**config.mk**
```make
export PLATFORM = sky130hd
export DESIGN_NAME = trapSequencer
export DESIGN_NICKNAME = d
export VERILOG_FILES = /design/src/jx2RegPkg.sv /design/src/jx2CtlPkg.sv /design/src/trapSequencer.sv
export SDC_FILE = /design/constraint.sdc
export NUM_CORES = 1
export LEC_CHECK = 0
export CAP_MARGIN = 30
export CORE_AREA = 2 2 52 54
export CTS_CLUSTER_DIAMETER = 200
export DETAILED_ROUTE_END_ITERATION = 10
export DIE_AREA = 0 0 54 56
export DONT_BUFFER_PORTS = 1
export RECOVER_POWER = 100
export SLEW_MARGIN = 15
export SYNTH_ARGS = -nofsm -noshare
export SYNTH_HDL_FRONTEND = slang
export SYNTH_SLANG_ARGS = --single-unit
```
**constraint.sdc**
```tcl
create_clock -name clock -period 1.8 [get_ports clock]
set_input_delay 0.36 -clock clock [delete_from_list [all_inputs] [get_ports clock]]
set_output_delay 0.36 -clock clock [all_outputs]
set_load 0.05 [all_outputs]
```
**src/jx2RegPkg.sv**
```systemverilog
// JX2 register bank definitions
// register numbering, data word type and the operand port structs
// shared by the general and control register banks

`default_nettype none

package jx2RegPkg;

	localparam int WORD_BITS = 64;
	localparam int NUM_GPR = 32;

	typedef logic [WORD_BITS-1:0] word_t;

	// ids with bit 6 or bit 5 set are never general registers
	typedef enum logic [6:0] {
		REG_R0 = 7'h00,
		REG_R1 = 7'h01,
		REG_R15 = 7'h0F,	// stack pointer
		REG_PC = 7'h20,
		REG_LR = 7'h21,
		REG_SR = 7'h22,
		REG_VBR = 7'h23,
		REG_GBR = 7'h26,
		REG_TBR = 7'h27,
		REG_EXSR = 7'h2B,
		REG_SPC = 7'h30,	// saved pc
		REG_SSP = 7'h33,	// saved sp
		REG_NPC = 7'h3C,
		REG_IMM = 7'h3E,
		REG_ZZR = 7'h3F
	} regId_e;

	typedef struct packed {
		regId_e id;
		word_t value;
	} gprWrite_t;

	typedef struct packed {
		regId_e id;
		word_t value;
	} ctrlWrite_t;

	typedef struct packed {
		logic [32:0] imm;	// sign bit on top
		word_t nextPc;
	} operandIn_t;

endpackage

`default_nettype wire

```
**src/jx2CtlPkg.sv**
```systemverilog
// JX2 control register definitions
// SR bit layout, trap command encoding, the swap event that
// both banks see, and the control registers exported at the top

`default_nettype none

package jx2CtlPkg;

	import jx2RegPkg::*;

	localparam int SR_RB_BIT = 29;	// register bank select
	localparam int EXC_BITS = 32;

	typedef enum logic [1:0] {
		TRAP_NONE = 2'd0,
		TRAP_ENTER = 2'd1,
		TRAP_RETURN = 2'd2
	} trapKind_e;

	typedef struct packed {
		trapKind_e kind;
		logic [EXC_BITS-1:0] excCode;
	} trapCmd_t;

	// accepted trap, at most one flag set
	typedef struct packed {
		logic enter;
		logic leave;
	} swapEvent_t;

	typedef struct packed {
		word_t pc;
		word_t sr;
		word_t vbr;
		word_t gbr;
	} ctrlView_t;

endpackage

`default_nettype wire

```
**src/trapSequencer.sv**
```systemverilog
// Trap sequencer
// accepts enter only with SR.RB clear and return only with SR.RB
// set, then blocks the following cycle while SR settles.
// Drives one swap event to both register banks.

`timescale 1ns/10ps
`default_nettype none

module trapSequencer
	import jx2RegPkg::*, jx2CtlPkg::*;
(
	input wire logic clock,
	input wire logic reset,
	input trapCmd_t trap,
	input word_t curSr,
	output swapEvent_t swap,
	output logic [EXC_BITS-1:0] excCode
);

	logic pending;	// a trap was accepted last cycle
	logic bankB;

	assign bankB = curSr[SR_RB_BIT];

	always_comb
	begin
		swap.enter = !pending && !bankB && trap.kind == TRAP_ENTER;
		swap.leave = !pending && bankB && trap.kind == TRAP_RETURN;
		excCode = swap.enter ? trap.excCode : '0;	// only meaningful on entry
	end

	always_ff @(posedge clock)
	begin
		if (reset)
			pending <= 1'b0;
		else
			pending <= swap.enter | swap.leave;
	end

endmodule

`default_nettype wire

```
==> results_dict.tcl <==
set metrics [dict create \
    outcome "finished with violations" \
    violations "setup timing" \
    dp.cells 89 \
    core.rowCount 18 \
    ir_worst_vdd_mv 0.1534 \
    clock_skew_ns 0 \
    yosys_warnings 0 \
    setup_violations 32 \
    maxSlewViolCount 0 \
    clk-insertion-delay-late_ns 0 \
    yosysTopAreaCell "and2_1" \
    synth_area_leaders "and2_1 38%, and2_2 27%, buf_6 10%" \
    crit_path_start_kind "primary input" \
    die_area_um2 3024 \
    postCtsHoldBufs 0 \
    ys_seq_area_share_pct 6.084 \
    netlist_instances 41 \
    hpwlAfterDp_um 1148 \
    ant_nets 0 \
    critPathMaxStageDelay_ns 0.79 \
    grt_pass1_wl_um 1683 \
    end_kind "output port" \
    grt_usage_pct 7.015 \
    wirelength_um 1189 \
    area_delta_synth_final_pct 131.9 \
    synth_common_cells "20 x and2_1, 12 x and2_2, 3 x buf_6" \
    synth_seq_cells 1 \
    relSlewSlack_pct 40.05 \
    reg_top3 "pending: 1 flops" \
    post-cts-setup-buffer-count 0 \
    drc 0 \
    hold_viol 0 \
    syn_area_um2 329.1 \
    antenna_found_initial 0 \
    finalCritPeriodShare_pct 116.3 \
    grt_pass1_vias 402 \
    wire_per_inst_um 13.36 \
    p_leak_nw 0.3100 \
    synth-edff-count 0 \
    drt-initial-drc-count 1 \
    clkTransAtPathRegs_ns 0 \
    diodes 0 \
    power_density_nw_per_um2 248.3 \
    dpl_worst_slack_ns -0.3240 \
    yosysUniqueCellTypes 9 \
    crit_slowest_cell "nor4b_4" \
    final_nets 161 \
    dominantRegCellSynth "dfxtp_1" \
    critical_path.top_delay_family "simple AND/OR/NAND/NOR gates" \
    syn_nets 141 \
    maxCapViolCount 0 \
    port-buffer-count 0 \
    worstMarginPinSlew_ns 0.8954 \
    final_cells 89 \
    avgViaCountPerCell 4.270 \
    synth.avg_cell_area_um2 8.026 \
    fin_crit_ns 2.094 \
    fin_ws_ns -0.2939 \
    rsz0062_at_grt "true" \
    fmaxAchievable_mhz 477.6 \
    cp.required_ns 1.44 \
    die_w_um 54 \
    crit_type "primary input to output port" \
    r2r-start "pending" \
    hp-class "primary input to flip-flop" \
    layout-drive-gt1-share_pct 64.41 \
    largest_register_ffs 1 \
    top_register "pending" \
    worst_path_most_repeated_cell "buf_12" \
    grt_max_degree 33 \
    critPathBufInv 2 \
    cp-startpoint "trap[33]" \
    initial_utilization_pct 13.53 \
    critPathMaxFanout 32 \
    cp.arrival_ns 1.73 \
    drt_first_pass_iters 2 \
    num-fill-cells 243 \
    crit_chain "nor4b_4 > buf_12 > and2_1 > buf_12" \
    core_area_um2 2432 \
    die_h_um 56 \
    place_congestion 0.7067 \
    gr-total-overflow 0 \
    yosysMostFrequentCell "and2_1" \
    yosysTopAreaCellShare_pct 38.02 \
    timing.hold.ws_ns 0.4376 \
    hp-start "reset" \
    async_reset_ff_share_pct 0 \
    pin_count 134 \
    via_count 380 \
]
## area by class of cell
class,instances,area (µm²),share of cell area (%)
multi-input combinational,37,285.3,37.38
sequential,1,20.02,2.623
tap,30,37.54,4.918
timing repair buffer,21,420.4,55.08
## power by group
group / leakage [nW] / internal [mW] / total [mW] / switching [mW]
logic: 0.302 / 0.0660 / 0.165 / 0.0986
registers: 0.00819 / 0.0237 / 0.0249 / 0.00120
clock network: 0 / 0 / 0 / 0
## cell usage in the layout (no fill, tap or decap), drive strengths merged
| cell type | count |
|---|---|
| and2 | 32 |
| a211oi | 1 |
| and4bb | 1 |
| buf | 21 |
| or3b | 1 |
| nor4b | 1 |
| dfxtp | 1 |
| nand3b | 1 |
## timing repair
action / 4_1_cts / 5_1_grt
setup endpoints to repair: 32 / 32
resized for setup: 1 / 3
pin swaps: 0 / 1
## kinds of logic (layout without fill, tap and decap cells)
logic type,Yosys count,count (layout),share of synthesized area [%]
buffers and inverters,3,21,10.27
and+or+nand+nor,36,36,81.37
AOI/OAI and AO/OA,1,1,2.282
DFF,1,1,6.084
## path summary, 6_finish.rpt
path | endpoint | slack [ns] | cells past startpoint
hold reg to reg | pending | 0.48 | 1
setup / recovery | excCode[16] | -0.29 | 4
hold / removal | pending | 0.44 | 1
setup reg to reg | pending | 1.19 | 1
## through the flow
stage	setup TNS, ns	area (µm²)	util [%]	total power [mW]
floorplan	0	329.1	-	0.1312
global placement	-9.191	753.2	30.97	0.1884
detailed placement	-9.703	753.2	30.97	0.1891
CTS	-9.579	755.7	31.07	0.1896
global route	-11.58	763.2	31.38	0.1961
finish	-8.821	763.2	31.38	0.1895
## routing by layer
layer  global-route usage, %  wire (µm)
met1                   5.949        304
met2                   14.81        613
met3                   2.957        271
met4                       0          0
met5                       0          0
Power figures use the tool's default switching activity.
