===== config.mk =====
export PLATFORM = sky130hd
export DESIGN_NAME = ctrlRegBank
export DESIGN_NICKNAME = d
export VERILOG_FILES = /design/src/jx2RegPkg.sv /design/src/jx2CtlPkg.sv /design/src/ctrlRegBank.sv
export SDC_FILE = /design/constraint.sdc
export NUM_CORES = 2
export LEC_CHECK = 0
export ABC_AREA = 0
export BUFFER_PORTS_ARGS = -buffer_cell sky130_fd_sc_hd__buf_2
export CORE_MARGIN = 2
export CORE_UTILIZATION = 45
export CTS_BUF_LIST = sky130_fd_sc_hd__clkbuf_4
export DETAILED_ROUTE_END_ITERATION = 6
export GPL_TIMING_DRIVEN = 0
export PLACE_DENSITY = 0.7
export SETUP_SLACK_MARGIN = 0.3
export SLEW_MARGIN = 20
export SYNTH_ARGS = -nofsm -noshare
export SYNTH_HDL_FRONTEND = slang
export SYNTH_SLANG_ARGS = --single-unit

===== constraint.sdc =====
create_clock -name clock -period 5 [get_ports clock]
set_input_delay 0.25 -clock clock [delete_from_list [all_inputs] [get_ports clock]]
set_output_delay 0.25 -clock clock [all_outputs]
set_load 0.01 [all_outputs]

===== src/jx2RegPkg.sv =====
// JX2 register bank definitions
// register numbering, data word type and the operand port structs
// shared by the general and control register banks

`default_nettype none

package jx2RegPkg;

	localparam int WORD_BITS = 64;
	localparam int NUM_GPR = 32;

	typedef logic [WORD_BITS-1:0] word_t;

	// ids with bit 6 or bit 5 set are never general registers
	typedef enum logic [6:0] {
		REG_R0 = 7'h00,
		REG_R1 = 7'h01,
		REG_R15 = 7'h0F,	// stack pointer
		REG_PC = 7'h20,
		REG_LR = 7'h21,
		REG_SR = 7'h22,
		REG_VBR = 7'h23,
		REG_GBR = 7'h26,
		REG_TBR = 7'h27,
		REG_EXSR = 7'h2B,
		REG_SPC = 7'h30,	// saved pc
		REG_SSP = 7'h33,	// saved sp
		REG_NPC = 7'h3C,
		REG_IMM = 7'h3E,
		REG_ZZR = 7'h3F
	} regId_e;

	typedef struct packed {
		regId_e id;
		word_t value;
	} gprWrite_t;

	typedef struct packed {
		regId_e id;
		word_t value;
	} ctrlWrite_t;

	typedef struct packed {
		logic [32:0] imm;	// sign bit on top
		word_t nextPc;
	} operandIn_t;

endpackage

`default_nettype wire


===== src/jx2CtlPkg.sv =====
// JX2 control register definitions
// SR bit layout, trap command encoding, the swap event that
// both banks see, and the control registers exported at the top

`default_nettype none

package jx2CtlPkg;

	import jx2RegPkg::*;

	localparam int SR_RB_BIT = 29;	// register bank select
	localparam int EXC_BITS = 32;

	typedef enum logic [1:0] {
		TRAP_NONE = 2'd0,
		TRAP_ENTER = 2'd1,
		TRAP_RETURN = 2'd2
	} trapKind_e;

	typedef struct packed {
		trapKind_e kind;
		logic [EXC_BITS-1:0] excCode;
	} trapCmd_t;

	// accepted trap, at most one flag set
	typedef struct packed {
		logic enter;
		logic leave;
	} swapEvent_t;

	typedef struct packed {
		word_t pc;
		word_t sr;
		word_t vbr;
		word_t gbr;
	} ctrlView_t;

endpackage

`default_nettype wire


===== src/ctrlRegBank.sv =====
// Control register bank
// PC, LR, SR, VBR, GBR, TBR plus the saved state SPC, SSP and EXSR.
// One Co write per cycle, Cm read with Co forwarding.
// Trap entry saves PC and SR state and jumps to VBR, return
// restores them. Both exchange SSP with the current R15.

`timescale 1ns/10ps
`default_nettype none

module ctrlRegBank
	import jx2RegPkg::*, jx2CtlPkg::*;
(
	input wire logic clock,
	input wire logic reset,
	input wire logic exHold,
	input regId_e cmId,
	input ctrlWrite_t ctrlWr,
	input swapEvent_t swap,
	input wire logic [EXC_BITS-1:0] excCode,
	input word_t curSp,
	output word_t cmVal,
	output word_t savedSp,
	output word_t curSr,
	output ctrlView_t ctrl
);

	localparam word_t RB_MASK = word_t'(1) << SR_RB_BIT;

	word_t pcReg, lrReg, srReg, vbrReg, gbrReg, tbrReg;
	word_t spcReg, sspReg, exsrReg;
	word_t cmBase;
	logic cmKnown;

	always_comb
	begin
		cmKnown = 1'b1;
		case (cmId)
			REG_PC: cmBase = pcReg;
			REG_LR: cmBase = lrReg;
			REG_SR: cmBase = srReg;
			REG_VBR: cmBase = vbrReg;
			REG_GBR: cmBase = gbrReg;
			REG_TBR: cmBase = tbrReg;
			REG_SPC: cmBase = spcReg;
			REG_SSP: cmBase = sspReg;
			REG_EXSR: cmBase = exsrReg;
			default:
			begin
				cmBase = '0;
				cmKnown = 1'b0;
			end
		endcase
		// forward Co only when the id names a real control reg
		cmVal = (cmKnown && ctrlWr.id == cmId) ? ctrlWr.value : cmBase;
	end

	always_ff @(posedge clock)
	begin
		if (reset)
		begin
			pcReg <= '0;
			lrReg <= '0;
			srReg <= '0;
			vbrReg <= '0;
			gbrReg <= '0;
			tbrReg <= '0;
			spcReg <= '0;
			sspReg <= '0;
			exsrReg <= '0;
		end
		else
		begin
			if (!exHold)
			begin
				case (ctrlWr.id)
					REG_PC: pcReg <= ctrlWr.value;
					REG_LR: lrReg <= ctrlWr.value;
					REG_SR: srReg <= ctrlWr.value;
					REG_VBR: vbrReg <= ctrlWr.value;
					REG_GBR: gbrReg <= ctrlWr.value;
					REG_TBR: tbrReg <= ctrlWr.value;
					REG_SPC: spcReg <= ctrlWr.value;
					REG_SSP: sspReg <= ctrlWr.value;
					REG_EXSR: exsrReg <= ctrlWr.value;
					default: ;	// unknown id, no write
				endcase
			end
			// trap state, later assignments override Co
			if (swap.enter)
			begin
				spcReg <= pcReg;
				pcReg <= vbrReg;
				exsrReg <= {srReg[31:0], excCode};
				srReg <= srReg | RB_MASK;
				sspReg <= curSp;
			end
			else if (swap.leave)
			begin
				pcReg <= spcReg;
				srReg <= {srReg[63:32], exsrReg[63:32]};	// RB comes back clear
				spcReg <= spcReg;
				exsrReg <= exsrReg;
				sspReg <= curSp;
			end
		end
	end

	assign savedSp = sspReg;
	assign curSr = srReg;
	assign ctrl = '{pc: pcReg, sr: srReg, vbr: vbrReg, gbr: gbrReg};

endmodule

`default_nettype wire


==> summary.txt <==
dominant cell type by area after synthesis: dfxtp_1
hold-critical path depth: 6
skew final: 53.3 ps
RSZ-0062 raised after global routing: false
Synth Flop Type: dfxtp_1
FMAX: 216 MHz
status: finished, violations left
initial antenna violation count: 18
first drt pass iteration count: 7
max-cap viol count: 0
Final Hold Viols: 0
Total GRT Usage: 42.9%
setup ws final: 365 ps
Routed WL: 150000 um
top cells by area, synth: dfxtp_1, nand2_1, mux2i_1, a21oi_1, a211oi_1
clk_lat worst skew: 1080 ps
Die Y-Extent: 259 um
total negative setup slack: 0 ps
syn_area_per_cell: 8.11 um^2
Core ar.: 64300 um^2
final setup vio count: 0
first-pass GRT wire length: 212000 um
Ys Warns: 0
# DRC: 30
R2R cell count: 3
clk slew on worst S/H paths: 60 ps
Avg WL per Cell: 26.7 um
Max Root-Sink Buffers: 3
Max rail drop VDD: 229 uV
Max FO, Critical Path: 10
Row Count: 93
synthesized area: 29200 um^2
asr flop ratio synth: 0%
largest net degree at the start of global routing: 17
Vias: 34600
die area: 67000 um^2
nets: 4802
kind of critical path: primary input to output pin
Slew Limit Fails: 0
WP data arrival: 4380 ps
multi-input logic area: 15600 um^2
Post-Syn Instances: 3606
Post-Place Worst Slack: 1170 ps
RePlAce Congestion: 1.08
Final period util: 92.7%
Synth-to-Final Area Change: 30.9%
PwrDens: 286 nW/um^2
Pint: 7730 uW
top-level I/O count: 627
Least-Margin Pin Slew: 1160 ps
Synth cell types: 56
Leak: 0.0162 uW
CP Launch Type: primary input
Synth top area share: 39.4%
Sw Share: 29.5%
H-tree levels: 4
buffers added on ports: 554
synthesized flop and latch total: 576
TritonCTS clock tree: done
HP Class: primary input to flop
clock power share: 42.6%
Root Driver: clkbuf_4
HPWL after DPL: 107000 um
synthesized net count: 3785
Via density: 6.17
switching power: 3240 uW
crit end category: output pin
Iter 0 DRT Violations: 5343
Post-synth EDFFs: 0
post-layout minimum cycle time: 4630 ps
Seq/Total Area, Yosys: 39.4%
WP data required: 4750 ps
headroom to the max-slew limit: 22.7%
violated checks: design-rule violations
Remaining Overflow, GRT: 0
Initial Util: 45.4%
CTS Sinks: 576
FF/Latch Area: 11500 um^2
number of global-route vias before repair: 31900
DRT antenna net count: 0
post_cts resized: 0
Reg power frac: 44.6%
Die Width: 259 um
fillcell total: 5893
CTS buffer count: 159
ratio of cells with drive above 1 in the final layout: 23.4%
Logic pwr share: 12.8%
==> per-stage QoR <==
step	hold WS, ps	std cells	total power, uW	cell area [um^2]	utilization [%]
after floorplan	397	3606	5550	29200	-
after CTS	27.3	5598	10800	38200	59.4
after detailed placement	443	5016	6100	33100	51.5
after global placement	435	5015	6090	33100	51.4
after global routing	103	5602	11200	38300	59.5
final	91.8	5608	11000	38300	59.5
==> registers in the layout, summed over array words and instances (netlist names) <==
signal and cells:
curSr 64, exsrReg 64, gbrReg 64, lrReg 64, pcReg 64, savedSp 64
spcReg 64, tbrReg 64, vbrReg 64
==> repair_timing <==
item | CTS | global route
buffers inserted | 0 | 0
hold endpoints to repair | 550 | 0
endpoints found under the setup margin | 0 | 0
hold buffers | 301 | 0
==> power by group through the flow <==
stage | clock network (uW) | logic, uW | registers (uW)
finish | 4670 | 1410 | 4890
global route | 4880 | 1460 | 4880
CTS | 4620 | 1340 | 4870
detailed placement | 0 | 1130 | 4970
global placement | 0 | 1120 | 4970
floorplan | 0 | 636 | 4910
==> layout make-up <==
type                    count  share of cell area [%]
diodes                     10                  0.0654
plain buffers             450                    5.54
clock buffers             245                    4.81
clock inverters            36                   0.713
inverters                   6                  0.0588
multi-input cells        2574                    40.7
flip-flops and latches    576                    30.1
well taps                 855                    2.80
repair buffers            856                    15.1
==> synth_stat cells (all sizes together), types with 20 or more instances <==
| cell | number |
|---|---|
| nor2b | 63 |
| nor2 | 260 |
| a21oi | 453 |
| a22oi | 121 |
| dfxtp | 576 |
| o21ai | 105 |
| buf | 194 |
| mux2 | 87 |
| mux2i | 284 |
| clkbuf | 256 |
| nand2 | 815 |
| nor3 | 20 |
| mux4 | 48 |
| o22ai | 49 |
| a211oi | 170 |
==> cell families after synthesis <==
family / after synthesis / synth area share [%]
AOI/OAI and AO/OA: 950 / 19.7
buffers and inverters: 456 / 7.30
and+or+nand+nor: 1198 / 16.6
xor gates and xnor gates: 7 / 0.210
muxes: 419 / 16.8
DFF: 576 / 39.4
==> critical path, stage by stage <==
cell	delay, ps
dlygate4sd3_1	540
buf_2	170
xor2_1	150
nor4_1	380
nand4_1	760
buf_2	490
buf_1	480
a211oi_1	860
buf_2	270
==> metal layers <==
metal	track usage, %	vias up	wire [um]	part of all wire (%)
li1	-	14600	-	-
met1	52.9	16200	53600	36
met2	63.2	2987	63400	42
met3	15.3	692	21700	14
met4	28.1	14	11100	7.4
met5	0	-	89	0.059
==> worst paths after layout <==
kind	from	slack, ps	end
max reg2reg	savedSp[23]	3420	savedSp[23]
min	ctrlWr[66]	90	vbrReg[1]
max	ctrlWr[65]	370	cmVal[27]
min reg2reg	lrReg[53]	450	lrReg[53]
==> cells in the final DEF, fill, tap and decap left out, drive strengths merged, types with 12 or more instances in the layout <==
cell type / netlist / layout
clkinv: 0 / 24
nor2b: 63 / 63
a211oi: 170 / 170
o21ai: 105 / 105
nor3: 20 / 20
dfxtp: 576 / 576
mux4: 48 / 48
mux2i: 284 / 284
a22oi: 121 / 121
dlygate4sd3: 0 / 301
nor2: 260 / 260
o22ai: 49 / 49
clkbuf: 256 / 501
a21oi: 453 / 453
nand2: 815 / 815
inv: 6 / 12
buf: 194 / 749
mux2: 87 / 87
(Power assumes the default switching activity.)
